<file path="src/verilog/turf_reg_pkg.sv">
package turf_reg_pkg;

    //////////////////////////////
    // Register bus shapes
    //////////////////////////////

    localparam int REG_ADDR_W = 28;
    localparam int REG_DATA_W = 32;

    typedef struct packed {
        logic [REG_ADDR_W-1:0] addr;
        logic [REG_DATA_W-1:0] wdata;
        logic                  we;
    } reg_req_t;

    typedef struct packed {
        logic [REG_DATA_W-1:0] rdata;
        logic                  err;
    } reg_resp_t;

    //////////////////////////////
    // Address map
    //////////////////////////////

    // Top address bit selects the crate space
    localparam int CRATE_SPACE_BIT = 27;
    // Bits ID_SPACE_TOP down to ID_OFFS_W must be zero for the ID space
    localparam int ID_SPACE_TOP = 26;
    localparam int ID_OFFS_W    = 14;

    localparam logic [ID_OFFS_W-1:0] ID_OFFS_IDENT          = 14'h00;
    localparam logic [ID_OFFS_W-1:0] ID_OFFS_DATEVERSION    = 14'h04;
    localparam logic [ID_OFFS_W-1:0] ID_OFFS_CONTROL        = 14'h08;
    localparam logic [ID_OFFS_W-1:0] ID_OFFS_BRIDGE_TYPE    = 14'h0C;
    localparam logic [ID_OFFS_W-1:0] ID_OFFS_BRIDGE_INVALID = 14'h10;
    localparam logic [ID_OFFS_W-1:0] ID_OFFS_LINK_UP        = 14'h14;

    //////////////////////////////
    // Identification
    //////////////////////////////

    localparam logic [REG_DATA_W-1:0] TURF_IDENT = 32'h54555246;

    localparam logic        REV_B         = 1'b1;
    localparam logic [14:0] FIRMWARE_DATE = 15'd0;
    localparam logic [3:0]  VER_MAJOR     = 4'd0;
    localparam logic [3:0]  VER_MINOR     = 4'd8;
    localparam logic [7:0]  VER_REV       = 8'd13;

    localparam logic [REG_DATA_W-1:0] TURF_DATEVERSION =
        {REV_B, FIRMWARE_DATE, VER_MAJOR, VER_MINOR, VER_REV};

    // Read data that goes out with every error response
    localparam logic [REG_DATA_W-1:0] ERR_RDATA = 32'hDEADBEEF;

endpackage

</file>
<file path="src/verilog/turf_io_pkg.sv">
package turf_io_pkg;

    localparam int NUM_TURFIO   = 4;
    localparam int GPO_NUM_SRC  = 4;
    localparam int CRATE_ADDR_W = 25;

    // Bridge used to reach each TURFIO's crate registers
    typedef enum logic [1:0] {
        BRIDGE_NONE   = 2'd0,
        BRIDGE_AURORA = 2'd1,
        BRIDGE_RSVD2  = 2'd2,
        BRIDGE_RSVD3  = 2'd3
    } bridge_type_e;

    // Codes 4 to 7 select no source
    typedef enum logic [2:0] {
        GPO_SYNC = 3'd0,
        GPO_RUN  = 3'd1,
        GPO_TRIG = 3'd2,
        GPO_PPS  = 3'd3
    } gpo_sel_e;

    typedef struct packed {
        logic ce;
        logic d;
    } gpo_src_t;

    typedef struct packed {
        logic [1:0]              turfio;
        logic [CRATE_ADDR_W-1:0] addr;
        logic [31:0]             wdata;
    } crate_cmd_t;

endpackage

</file>
<file path="src/verilog/reg_skid_buffer.sv">
`timescale 1ns/1ps
module reg_skid_buffer #(
    parameter type payload_t = logic
) (
    input  logic     ps_clk,
    input  logic     reset_i,
    input  payload_t in_i,
    input  logic     in_valid_i,
    output logic     in_ready_o,
    output payload_t out_o,
    output logic     out_valid_o,
    input  logic     out_ready_i
);

    payload_t out_q;
    payload_t skid_q;
    logic     out_valid_q;
    logic     skid_valid_q;
    logic     out_load;
    logic     in_take;

    // Second entry only fills while the output is stalled
    assign in_ready_o = !skid_valid_q;
    assign in_take    = in_valid_i && in_ready_o;
    assign out_load   = out_ready_i || !out_valid_q;

    always_ff @(posedge ps_clk) begin
        if (reset_i) begin
            out_valid_q  <= 1'b0;
            skid_valid_q <= 1'b0;
        end else if (out_load) begin
            out_valid_q  <= skid_valid_q || in_valid_i;
            skid_valid_q <= 1'b0;
        end else if (in_take) begin
            skid_valid_q <= 1'b1;
        end
    end

    always_ff @(posedge ps_clk) begin
        if (out_load) begin
            out_q <= skid_valid_q ? skid_q : in_i;
        end else if (in_take) begin
            skid_q <= in_i;
        end
    end

    assign out_o       = out_q;
    assign out_valid_o = out_valid_q;

endmodule

</file>
<file path="src/verilog/reg_space_decode.sv">
`timescale 1ns/1ps
module reg_space_decode import turf_reg_pkg::*, turf_io_pkg::*; (
    input  logic                  ps_clk,
    input  logic                  reset_i,
    input  reg_req_t              req_i,
    input  logic                  req_valid_i,
    output logic                  req_ready_o,
    output reg_resp_t             resp_o,
    output logic                  resp_valid_o,
    input  logic                  resp_ready_i,
    output logic                  id_wr_o,
    output logic                  id_rd_o,
    output logic [ID_OFFS_W-1:0]  id_offs_o,
    output logic [REG_DATA_W-1:0] id_wdata_o,
    input  logic [REG_DATA_W-1:0] id_rdata_i,
    input  logic                  id_hit_i,
    output crate_cmd_t            crate_req_o,
    output logic                  crate_wr_o,
    input  logic                  crate_done_i,
    input  logic                  crate_err_i
);

    logic      is_crate;
    logic      is_id;
    logic      crate_wr;
    logic      crate_fin;
    logic      crate_bad;
    logic      out_free;
    logic      take;
    logic      crate_held_q;
    logic      crate_err_q;
    logic      resp_valid_q;
    reg_resp_t resp_d;
    reg_resp_t resp_q;

    //////////////////////////////
    // Space decode
    //////////////////////////////

    assign is_crate = req_i.addr[CRATE_SPACE_BIT];
    assign is_id    = !is_crate && (req_i.addr[ID_SPACE_TOP:ID_OFFS_W] == '0);
    assign crate_wr = req_valid_i && is_crate && req_i.we;

    // A crate write that finished while the response stage was full is held here
    assign crate_fin = crate_held_q || crate_done_i || crate_err_i;
    assign crate_bad = crate_held_q ? crate_err_q : crate_err_i;

    assign out_free    = !resp_valid_q || resp_ready_i;
    assign req_ready_o = out_free && (!crate_wr || crate_fin);
    assign take        = req_valid_i && req_ready_o;

    assign id_offs_o  = req_i.addr[ID_OFFS_W-1:0];
    assign id_wdata_o = req_i.wdata;
    assign id_wr_o    = take && is_id && req_i.we;
    assign id_rd_o    = take && is_id && !req_i.we;

    // TURFIO select sits just above the crate offset
    assign crate_req_o = '{turfio: req_i.addr[26:25],
                           addr:   req_i.addr[CRATE_ADDR_W-1:0],
                           wdata:  req_i.wdata};
    assign crate_wr_o  = crate_wr && !crate_held_q;

    always_comb begin
        resp_d.err   = 1'b1;
        resp_d.rdata = ERR_RDATA;
        if (is_id && id_hit_i) begin
            resp_d.err   = 1'b0;
            resp_d.rdata = req_i.we ? '0 : id_rdata_i;
        end else if (is_crate && req_i.we && !crate_bad) begin
            resp_d.err   = 1'b0;
            resp_d.rdata = '0;
        end
    end

    //////////////////////////////
    // Response stage
    //////////////////////////////

    always_ff @(posedge ps_clk) begin
        if (reset_i) begin
            resp_valid_q <= 1'b0;
            crate_held_q <= 1'b0;
            crate_err_q  <= 1'b0;
        end else begin
            if (take) begin
                resp_valid_q <= 1'b1;
            end else if (resp_ready_i) begin
                resp_valid_q <= 1'b0;
            end
            if (take) begin
                crate_held_q <= 1'b0;
            end else if (crate_wr_o && (crate_done_i || crate_err_i)) begin
                crate_held_q <= 1'b1;
                crate_err_q  <= crate_err_i;
            end
        end
    end

    always_ff @(posedge ps_clk) begin
        if (take) begin
            resp_q <= resp_d;
        end
    end

    assign resp_o       = resp_q;
    assign resp_valid_o = resp_valid_q;

endmodule

</file>
<file path="src/verilog/id_ctrl_regs.sv">
`timescale 1ns/1ps
module id_ctrl_regs import turf_reg_pkg::*, turf_io_pkg::*; (
    input  logic                            ps_clk,
    input  logic                            reset_i,
    input  logic                            wr_i,
    input  logic                            rd_i,
    input  logic [ID_OFFS_W-1:0]            offs_i,
    input  logic [REG_DATA_W-1:0]           wdata_i,
    output logic [REG_DATA_W-1:0]           rdata_o,
    output logic                            hit_o,
    input  logic [NUM_TURFIO-1:0]           link_up_i,
    input  logic [NUM_TURFIO-1:0]           bridge_invalid_i,
    output bridge_type_e [NUM_TURFIO-1:0]   bridge_type_o,
    output logic                            gpo_en_o,
    output gpo_sel_e                        gpo_sel_o
);

    logic                          gpo_en_q;
    gpo_sel_e                      gpo_sel_q;
    bridge_type_e [NUM_TURFIO-1:0] bridge_type_q;
    logic [NUM_TURFIO-1:0]         invalid_q;
    logic [NUM_TURFIO-1:0]         invalid_clr;
    logic [REG_DATA_W-1:0]         rdata;

    assign invalid_clr = (wr_i && offs_i == ID_OFFS_BRIDGE_INVALID) ?
                         wdata_i[NUM_TURFIO-1:0] : '0;

    always_ff @(posedge ps_clk) begin
        if (reset_i) begin
            gpo_en_q      <= 1'b0;
            gpo_sel_q     <= GPO_SYNC;
            bridge_type_q <= {NUM_TURFIO{BRIDGE_NONE}};
            invalid_q     <= '0;
        end else begin
            if (wr_i && offs_i == ID_OFFS_CONTROL) begin
                gpo_sel_q <= gpo_sel_e'(wdata_i[2:0]);
                gpo_en_q  <= wdata_i[3];
            end
            if (wr_i && offs_i == ID_OFFS_BRIDGE_TYPE) begin
                for (int i = 0; i < NUM_TURFIO; i++) begin
                    bridge_type_q[i] <= bridge_type_e'(wdata_i[2*i +: 2]);
                end
            end
            // Set pulse beats the write-1-to-clear
            invalid_q <= (invalid_q & ~invalid_clr) | bridge_invalid_i;
        end
    end

    // Pending invalid pulses show up in the read so a back-to-back read sees them
    always_comb begin
        rdata = '0;
        hit_o = 1'b1;
        case (offs_i)
            ID_OFFS_IDENT:          rdata = TURF_IDENT;
            ID_OFFS_DATEVERSION:    rdata = TURF_DATEVERSION;
            ID_OFFS_CONTROL:        rdata[3:0] = {gpo_en_q, gpo_sel_q};
            ID_OFFS_BRIDGE_TYPE:    rdata[2*NUM_TURFIO-1:0] = bridge_type_q;
            ID_OFFS_BRIDGE_INVALID: rdata[NUM_TURFIO-1:0] = invalid_q | bridge_invalid_i;
            ID_OFFS_LINK_UP:        rdata[NUM_TURFIO-1:0] = link_up_i;
            default:                hit_o = 1'b0;
        endcase
    end

    assign rdata_o       = rd_i ? rdata : '0;
    assign bridge_type_o = bridge_type_q;
    assign gpo_en_o      = gpo_en_q;
    assign gpo_sel_o     = gpo_sel_q;

endmodule

</file>
<file path="src/verilog/crate_bridge_gate.sv">
`timescale 1ns/1ps
module crate_bridge_gate import turf_io_pkg::*; (
    input  logic                          ps_clk,
    input  logic                          reset_i,
    input  crate_cmd_t                    cmd_i,
    input  logic                          wr_i,
    input  bridge_type_e [NUM_TURFIO-1:0] bridge_type_i,
    input  logic [NUM_TURFIO-1:0]         link_up_i,
    output logic                          done_o,
    output logic                          err_o,
    output logic [NUM_TURFIO-1:0]         invalid_o,
    output crate_cmd_t                    crate_cmd_o,
    output logic                          crate_valid_o,
    input  logic                          crate_ready_i
);

    bridge_type_e          sel_type;
    logic                  sel_link;
    logic                  type_ok;
    logic [NUM_TURFIO-1:0] invalid_q;

    assign sel_type = bridge_type_i[cmd_i.turfio];
    assign sel_link = link_up_i[cmd_i.turfio];

    // No bridge always completes; Aurora needs its link
    assign type_ok = (sel_type == BRIDGE_NONE) ||
                     (sel_type == BRIDGE_AURORA && sel_link);

    assign crate_cmd_o   = cmd_i;
    assign crate_valid_o = wr_i && type_ok && (sel_type == BRIDGE_AURORA);
    assign done_o        = wr_i && type_ok && (sel_type == BRIDGE_NONE || crate_ready_i);
    assign err_o         = wr_i && !type_ok;

    always_ff @(posedge ps_clk) begin
        if (reset_i) begin
            invalid_q <= '0;
        end else begin
            invalid_q <= '0;
            if (err_o) begin
                invalid_q[cmd_i.turfio] <= 1'b1;
            end
        end
    end

    assign invalid_o = invalid_q;

endmodule

</file>
<file path="src/verilog/gpo_mux.sv">
`timescale 1ns/1ps
module gpo_mux import turf_io_pkg::*; (
    input  logic                       ps_clk,
    input  logic                       reset_i,
    input  logic                       gpo_en_i,
    input  gpo_sel_e                   gpo_sel_i,
    input  gpo_src_t [GPO_NUM_SRC-1:0] gpo_src_i,
    output logic                       gpo_o
);

    gpo_src_t src;
    logic     gpo_q;

    assign src = gpo_src_i[gpo_sel_i[1:0]];

    // Output holds between qualifying ce strobes
    always_ff @(posedge ps_clk) begin
        if (reset_i) begin
            gpo_q <= 1'b0;
        end else if (!gpo_en_i || gpo_sel_i > GPO_PPS) begin
            gpo_q <= 1'b0;
        end else if (src.ce) begin
            gpo_q <= src.d;
        end
    end

    assign gpo_o = gpo_q;

endmodule

</file>
<file path="src/verilog/turf_reg_top.sv">
`timescale 1ns/1ps
module turf_reg_top import turf_reg_pkg::*, turf_io_pkg::*; (
    input  logic                       ps_clk,
    input  logic                       reset_i,
    input  reg_req_t                   req_i,
    input  logic                       req_valid_i,
    output logic                       req_ready_o,
    output reg_resp_t                  resp_o,
    output logic                       resp_valid_o,
    input  logic                       resp_ready_i,
    output crate_cmd_t                 crate_cmd_o,
    output logic                       crate_valid_o,
    input  logic                       crate_ready_i,
    input  logic [NUM_TURFIO-1:0]      link_up_i,
    input  gpo_src_t [GPO_NUM_SRC-1:0] gpo_src_i,
    output logic                       gpo_o
);

    reg_req_t                      dec_req;
    logic                          dec_req_valid;
    logic                          dec_req_ready;
    reg_resp_t                     dec_resp;
    logic                          dec_resp_valid;
    logic                          dec_resp_ready;
    logic                          id_wr;
    logic                          id_rd;
    logic [ID_OFFS_W-1:0]          id_offs;
    logic [REG_DATA_W-1:0]         id_wdata;
    logic [REG_DATA_W-1:0]         id_rdata;
    logic                          id_hit;
    crate_cmd_t                    crate_req;
    logic                          crate_wr;
    logic                          crate_done;
    logic                          crate_err;
    bridge_type_e [NUM_TURFIO-1:0] bridge_type;
    logic [NUM_TURFIO-1:0]         bridge_invalid;
    logic                          gpo_en;
    gpo_sel_e                      gpo_sel;

    //////////////////////////////
    // Input side
    //////////////////////////////

    reg_skid_buffer #(.payload_t(reg_req_t)) u_req_skid (
        .ps_clk      (ps_clk),
        .reset_i     (reset_i),
        .in_i        (req_i),
        .in_valid_i  (req_valid_i),
        .in_ready_o  (req_ready_o),
        .out_o       (dec_req),
        .out_valid_o (dec_req_valid),
        .out_ready_i (dec_req_ready)
    );

    //////////////////////////////
    // Register processing
    //////////////////////////////

    reg_space_decode u_decode (
        .ps_clk       (ps_clk),
        .reset_i      (reset_i),
        .req_i        (dec_req),
        .req_valid_i  (dec_req_valid),
        .req_ready_o  (dec_req_ready),
        .resp_o       (dec_resp),
        .resp_valid_o (dec_resp_valid),
        .resp_ready_i (dec_resp_ready),
        .id_wr_o      (id_wr),
        .id_rd_o      (id_rd),
        .id_offs_o    (id_offs),
        .id_wdata_o   (id_wdata),
        .id_rdata_i   (id_rdata),
        .id_hit_i     (id_hit),
        .crate_req_o  (crate_req),
        .crate_wr_o   (crate_wr),
        .crate_done_i (crate_done),
        .crate_err_i  (crate_err)
    );

    id_ctrl_regs u_id_ctrl (
        .ps_clk           (ps_clk),
        .reset_i          (reset_i),
        .wr_i             (id_wr),
        .rd_i             (id_rd),
        .offs_i           (id_offs),
        .wdata_i          (id_wdata),
        .rdata_o          (id_rdata),
        .hit_o            (id_hit),
        .link_up_i        (link_up_i),
        .bridge_invalid_i (bridge_invalid),
        .bridge_type_o    (bridge_type),
        .gpo_en_o         (gpo_en),
        .gpo_sel_o        (gpo_sel)
    );

    crate_bridge_gate u_crate_gate (
        .ps_clk        (ps_clk),
        .reset_i       (reset_i),
        .cmd_i         (crate_req),
        .wr_i          (crate_wr),
        .bridge_type_i (bridge_type),
        .link_up_i     (link_up_i),
        .done_o        (crate_done),
        .err_o         (crate_err),
        .invalid_o     (bridge_invalid),
        .crate_cmd_o   (crate_cmd_o),
        .crate_valid_o (crate_valid_o),
        .crate_ready_i (crate_ready_i)
    );

    gpo_mux u_gpo_mux (
        .ps_clk    (ps_clk),
        .reset_i   (reset_i),
        .gpo_en_i  (gpo_en),
        .gpo_sel_i (gpo_sel),
        .gpo_src_i (gpo_src_i),
        .gpo_o     (gpo_o)
    );

    //////////////////////////////
    // Output side
    //////////////////////////////

    reg_skid_buffer #(.payload_t(reg_resp_t)) u_resp_skid (
        .ps_clk      (ps_clk),
        .reset_i     (reset_i),
        .in_i        (dec_resp),
        .in_valid_i  (dec_resp_valid),
        .in_ready_o  (dec_resp_ready),
        .out_o       (resp_o),
        .out_valid_o (resp_valid_o),
        .out_ready_i (resp_ready_i)
    );

endmodule

</file>
<file path="config.mk">
export PLATFORM = sky130hd
export DESIGN_NAME = turf_reg_top
export DESIGN_NICKNAME = d
export VERILOG_FILES = /design/src/verilog/turf_reg_pkg.sv /design/src/verilog/turf_io_pkg.sv /design/src/verilog/reg_skid_buffer.sv /design/src/verilog/reg_space_decode.sv /design/src/verilog/id_ctrl_regs.sv /design/src/verilog/crate_bridge_gate.sv /design/src/verilog/gpo_mux.sv /design/src/verilog/turf_reg_top.sv
export SDC_FILE = /design/constraint.sdc
export NUM_CORES = 1
export LEC_CHECK = 0
export BUFFER_PORTS_ARGS = -buffer_cell sky130_fd_sc_hd__buf_2
export CAP_MARGIN = 15
export CORE_AREA = 2 2 180 182
export DETAILED_ROUTE_END_ITERATION = 7
export DIE_AREA = 0 0 182 184
export GPL_ROUTABILITY_DRIVEN = 0
export HOLD_SLACK_MARGIN = 0.12
export PLACE_DENSITY = 0.59
export SLEW_MARGIN = 20
export SYNTH_ARGS = -nofsm -noshare
export SYNTH_HDL_FRONTEND = slang
export SYNTH_HIERARCHICAL = 1
export SYNTH_SLANG_ARGS = --single-unit
</file>
<file path="constraint.sdc">
create_clock -name ps_clk -period 17.1 [get_ports ps_clk]
set_input_delay 2.565 -clock ps_clk [delete_from_list [all_inputs] [get_ports ps_clk]]
set_output_delay 2.565 -clock ps_clk [all_outputs]
set_load 0.005 [all_outputs]
</file>
==> results of run 1 <==
-- state kept, by name, summed over array words and instances, names as in the netlist --
| name | cells |
|---|---|
| u_id_ctrl/gpo_sel_o | 3 |
| u_crate_gate/invalid_o | 4 |
| u_req_skid/out_o | 61 |
| u_decode/crate_held_q | 1 |
| u_resp_skid/out_valid_o | 1 |
| u_req_skid/out_valid_o | 1 |
| u_req_skid/skid_q | 61 |
| u_resp_skid/skid_valid_q | 1 |
| u_decode/crate_err_q | 1 |
| u_decode/resp_valid_o | 1 |
| u_resp_skid/skid_q | 33 |
| u_id_ctrl/bridge_type_o | 8 |
| u_decode/resp_o | 33 |
| u_gpo_mux/gpo_o | 1 |
| u_id_ctrl/gpo_en_o | 1 |
| u_id_ctrl/invalid_q | 4 |
| u_req_skid/skid_valid_q | 1 |
| u_resp_skid/out_o | 33 |
-- worst max-delay path: stages --
cell and delay [ns]:
buf_2 0.11, mux4_2 0.50, and4_2 0.29, buf_2 0.13
-- stage by stage --
stage | hold WS, ns | power, mW
global route | 0.4570 | 1.402
CTS | 0.4475 | 1.374
detailed placement | 0.4338 | 0.7691
global placement | 0.4337 | 0.7678
floorplan | 0.4222 | 0.7628
finish | 0.4491 | 1.352
-- routing by layer --
| layer | share of wire [%] | vias up | track usage, % |
|---|---|---|---|
| li1 | - | 2570 | - |
| met1 | 44 | 2533 | 14.66 |
| met2 | 44 | 165 | 18.82 |
| met3 | 9.2 | 38 | 4.814 |
| met4 | 2.5 | 2 | 3.355 |
| met5 | 0.055 | - | 0 |
-- report_power, final --
part / internal, mW / switching, mW
sequential: 0.681 / 0.0128
combinational: 0.0350 / 0.0260
clock: 0.365 / 0.232
total: 1.08 / 0.271
-- final timing paths --
check	from	end	slack (ns)	cells after the start
worst max-delay path	link_up_i[0]	crate_valid_o	10.92	4
worst min-delay path	u_decode/resp_o[0]	u_resp_skid/skid_q[0]	0.45	0
worst max register to register	u_req_skid/out_o[58]	u_decode/resp_o[23]	12.61	11
worst min register to register	u_decode/resp_o[0]	u_resp_skid/skid_q[0]	0.45	0
-- layout make-up --
type | count | share of cell area [%]
well taps | 402 | 4.017
inverters | 12 | 0.3597
multi-input cells | 285 | 23.33
repair buffers | 179 | 7.275
clock inverters | 12 | 0.8594
flip-flops and latches | 249 | 57.52
clock buffers | 39 | 6.595
diodes | 2 | 0.03997
-- placed cells by master (no fill, tap or decap), drive strengths merged, types with 2 or more instances in the layout --
cell type	count
nand2	4
a211oi	2
nor4	6
nand2b	26
edfxtp	221
bufinv	2
o311ai	2
clkinv	9
conb	12
a21o	24
mux4	4
and4b	3
nor2	12
mux2i	17
and3	2
nand3b	5
mux2	95
inv	12
buf	179
clkbuf	39
nor3b	5
dfxtp	28
nand3	3
and4	3
and2	9
diode	2
nand4	5
nor2b	3
a311oi	5
a21oi	11
nor3	8
nor4bb	2
nor4b	7
==> impl_results.md, run 1 <==
- Synthesized area: around 12000 µm²
- Worst endpoint required time: 14.53 ns
- Period utilization: ~36%
- Post_cts resized: 0
- First-pass GRT wire length: between 30000 and 40000 µm
- # port buffers: roughly 170
- Maximum clock frequency: ~160 MHz
- Total Wirelength: 20040 µm
- Setup crit start kind: primary input
- Post-Layout Cell Count: 1180
- Power density over the cells: between 100 and 150 nW/µm²
- Crit Path Category: in -> out
- RSZ-0062 raised after global routing: false
- DP HPWL: 13400 µm
- DRC viols: 0
- Via-to-Cell Ratio: about 4.5
- Clock skew: about 0.014 ns
- Die area: approximately 33000 µm²
- # clock sinks: about 250
- Status: complete, no violations
- Clock buffer depth: 3
- Die H: between 150 and 200 µm
- Filler cells: 2920
- Grt total ovfl: 0
- Root buffer cell: clkbuf_16
- Wirelength per Cell: between 15 and 20 µm
- Final count of negative-setup-slack endpoints: 0
- Sequential Area: 7202 µm²
- Clock Latency Late Sink: 0.53 ns
- Mapped Cells: ~720
- Leakage: between 4 and 5 nW
- Max_cap viols: 0
- Vias in the first global route: roughly 5.5k
- Total track usage: between 10% and 20%
- # hold bufs at CTS: 0
- HP Class: reg -> reg
- Area Overhead vs Synth: 8.021%
- CTS tree: yes
- Iter 0 DRT Violations: approximately 250
- H-tree depth: 1
- Core area: around 31000 µm²
- Total CTS buffers: 28
- Final worst slack: approximately 11 ns
- Final TNS setup: 0 ns
- Avg Cell Area, Syn: approximately 16 µm²
- Routed Antenna Nets: 0
- Minimum clock period: 6.177 ns
- Worst Tran Pin Value: slightly below 1 ns
- Initial Utilization: between 30% and 40%
- Placed cell count: approximately 1.1k
- Max-slew headroom: about 34%
- Setup bufs post-CTS: 0
- Post-Layout Inst Area: between 10000 and 15000 µm²
- # IOs: approximately 170
- NumNets Final: ~830
- Peak supply drop: between 70 and 80 µV
- Share of cells above drive strength 1: around 44%
- Chip width: 182 µm
- Largest net degree at the start of global routing: 65
- Synth Warn #: 6
- Post-layout util: around two fifths
- Placed Area: between 10000 and 15000 µm²
- 1st-pass router iterations: 4
- Initial antenna violation count: 5
- Placement Setup Slack: approximately 11 ns
- Worst-path clk slew: 0.05 ns
- Area of the multi-input gates: between 2000 and 3000 µm²
- Num rows: 65
- Max-slew violation count: 0
- Crit path capture type: output port
- Crit path DAT: ~3.6 ns
- Worst-path maximum fanout: 3
- Final hold viol count: 0
- Vias: 5308
No activity file was read; power rests on OpenSTA's default activity.
==> inputs of run 2 (changes only) <==
clock period = 6 ns   (was 17.1 ns; I/O delays follow)
==> impl_results.md, run 2 (synthesis gave the netlist of run 1 again) <==
- Status: complete, no violations
- Clock skew: 0.01468 ns (+0.0002843 ns)
- Worst-path clk slew: 0.06 ns (about the same)
- RSZ-0062 raised after global routing: false
- Core area: 31390 µm² (unchanged)
- # hold bufs at CTS: 0 (unchanged)
- Switching power: 768.1 µW (+180%)
- Die H: 184 µm (unchanged)
- Num rows: 65 (unchanged)
- Root buffer cell: clkbuf_16
- Routed Antenna Nets: 0 (unchanged)
- Worst Tran Pin Value: 1.044 ns (+0.05173 ns)
- Crit. Startpoint: u_req_skid/out_o[58]
- Maximum clock frequency: between 200 and 300 MHz
- Max-slew violation count: 0 (unchanged)
- Clock Latency Late Sink: 0.53 ns (about the same)
- Period utilization: 63.94%
- Final TNS setup: 0 ns (unchanged)
- Post_cts resized: 0 (unchanged)
- CTS tree: yes
- Power density over the cells: 308.9 nW/µm² (+190%)
- Switching fraction of total power: 19.82% (-0.22 points)
- Wirelength per Cell: 17.08 µm (+0.56%)
- Leakage: 4.695 nW (+0.15%)
- Minimum clock period: approximately 3.8 ns
- 1st-pass router iterations: 4 (unchanged)
- Initial antenna violation count: 6 (+1)
- Grt total ovfl: 0 (unchanged)
- Clock share of power: 44.5% (+0.3 points)
- Gate power share: 4.5% (about the same)
- Max_cap viols: 0 (unchanged)
- Placement Setup Slack: 1.893 ns (-8.789 ns)
- Setup bufs post-CTS: 0 (unchanged)
- # clock sinks: 249 (unchanged)
- NumNets Final: 836 (+0.36%)
- # port buffers: 173 (unchanged)
- Vias in the first global route: 5564 (+1.0%)
- Sequential power share: 51.0% (-0.3 points)
- H-tree depth: 1 (unchanged)
- Initial Utilization: 36.92% (unchanged)
- Share of cells above drive strength 1: 43.83% (-0.37 points)
- # IOs: 174 (unchanged)
- Crit path DAT: 4.22 ns (+0.61 ns)
- Total Wirelength: 20190 µm (+0.73%)
- Iter 0 DRT Violations: 256 (+2.8%)
- Vias: 5403 (+1.8%)
- HP Class: reg -> reg
- Setup crit start kind: flip-flop
- Crit path capture type: flip-flop
- Largest net degree at the start of global routing: 64 (-1.5%)
- Die area: 33490 µm² (unchanged)
- P_int: 3.107 mW (+190%)
- Final hold viol count: 0 (unchanged)
- Chip width: 182 µm (unchanged)
- Total CTS buffers: 29 (+3.6%)
- Via-to-Cell Ratio: 4.571 (+1.6%)
- Commonest non-fill, non-tap cell in the layout: edfxtp_1
- Final worst slack: 2.164 ns (-8.760 ns)
- Final count of negative-setup-slack endpoints: 0 (unchanged)
- DRC viols: 0 (unchanged)
- Most frequent cells in the layout: 221 x edfxtp_1, 173 x buf_2, 84 x mux2_4
- Worst endpoint required time: 6.39 ns (-8.14 ns)
- Crit Path Category: reg -> reg
- HP Start: u_decode/resp_o[17]
- Worst-path maximum fanout: 10 (+7)
- Total track usage: 11.93% (+0.18 points)
- Clock buffer depth: 3 (unchanged)
- First-pass GRT wire length: 31420 µm (+1.7%)
- Peak supply drop: 238.5 µV (+200%)
- Max-slew headroom: 30.38% (-3.4 points)
- RR Startpoint: u_req_skid/out_o[58]
- Area Overhead vs Synth: 8.215%
- DP HPWL: 13360 µm (-0.30%)
run 2: changes by cell type in the layout (fill, tap and decap cells not counted):
| cell | previous run | this run |
|---|---|---|
| buf_6 | 0 | 1 |
| clkbuf_16 | 31 | 29 |
| clkinv_2 | 5 | 3 |
| nor3b_4 | 0 | 1 |
| clkbuf_8 | 2 | 1 |
| nor3b_2 | 2 | 1 |
| inv_6 | 0 | 1 |
| clkinv_1 | 4 | 5 |
| o31a_1 | 0 | 1 |
| clkbuf_1 | 6 | 8 |
| bufinv_16 | 2 | 4 |
| buf_4 | 6 | 7 |
| clkinvlp_4 | 1 | 0 |
| o31a_2 | 1 | 0 |
run 2: power groups by stage:
stage,combinational (mW),clock [mW],sequential (mW)
after detailed placement,0.176,0,2.02
after floorplan,0.177,0,2.00
final,0.174,1.72,1.98
after global placement,0.173,0,2.01
after global routing,0.192,1.86,1.98
after CTS,0.177,1.78,1.98
run 2: critical path, cell delays in order (launching register included):
cell and delay [ns]:
edfxtp_1 0.62, mux4_2 0.60, nand2b_4 0.18, a21boi_1 0.24, nor2_1 0.15, a211oi_4 0.26
nand4_1 0.14, nor3_1 0.34, nand4_4 0.27, nor4_2 0.66, and2_1 0.23
run 2: layer usage:
metal,vias up,track usage [%],wire length (µm),part of all wire (%)
met2,162,18.34,8909,44
met1,2610,15.52,8857,44
met5,-,0,67,0.33
li1,2575,-,-,-
met4,10,3.484,545,2.7
met3,46,4.853,1805,8.9
run 2: path summary, 6_finish.rpt:
kind                                               end  slack, ns  cells after the start
worst max-delay path               u_decode/resp_o[15]       2.16                     10
worst min-delay path            u_resp_skid/skid_q[17]       0.45                      0
worst max register to register     u_decode/resp_o[15]       2.16                     10
worst min register to register  u_resp_skid/skid_q[17]       0.45                      0
run 2: final cells by class:
cell class	instances	area, µm²
antenna	2	5.005
clock inverter	13	162.7
multi-input combinational	285	2927
sequential	249	7202
fill	2921	18850
clock buffer	38	769.5
tap	402	503.0
timing repair buffer	181	929.6
inverter	12	45.04
run 2: through the flow:
| step | instance area (µm²) | util [%] | std cells | hold WS, ns | total power, mW |
|---|---|---|---|---|---|
| floorplan | 11640 | - | 733 | 0.4222 | 2.174 |
| global placement | 11590 | 36.94 | 1128 | 0.4325 | 2.186 |
| detailed placement | 11590 | 36.94 | 1128 | 0.4398 | 2.191 |
| CTS | 12530 | 39.90 | 1179 | 0.4536 | 3.939 |
| global route | 12540 | 39.94 | 1180 | 0.4623 | 4.032 |
| finish | 12540 | 39.96 | 1182 | 0.4489 | 3.875 |
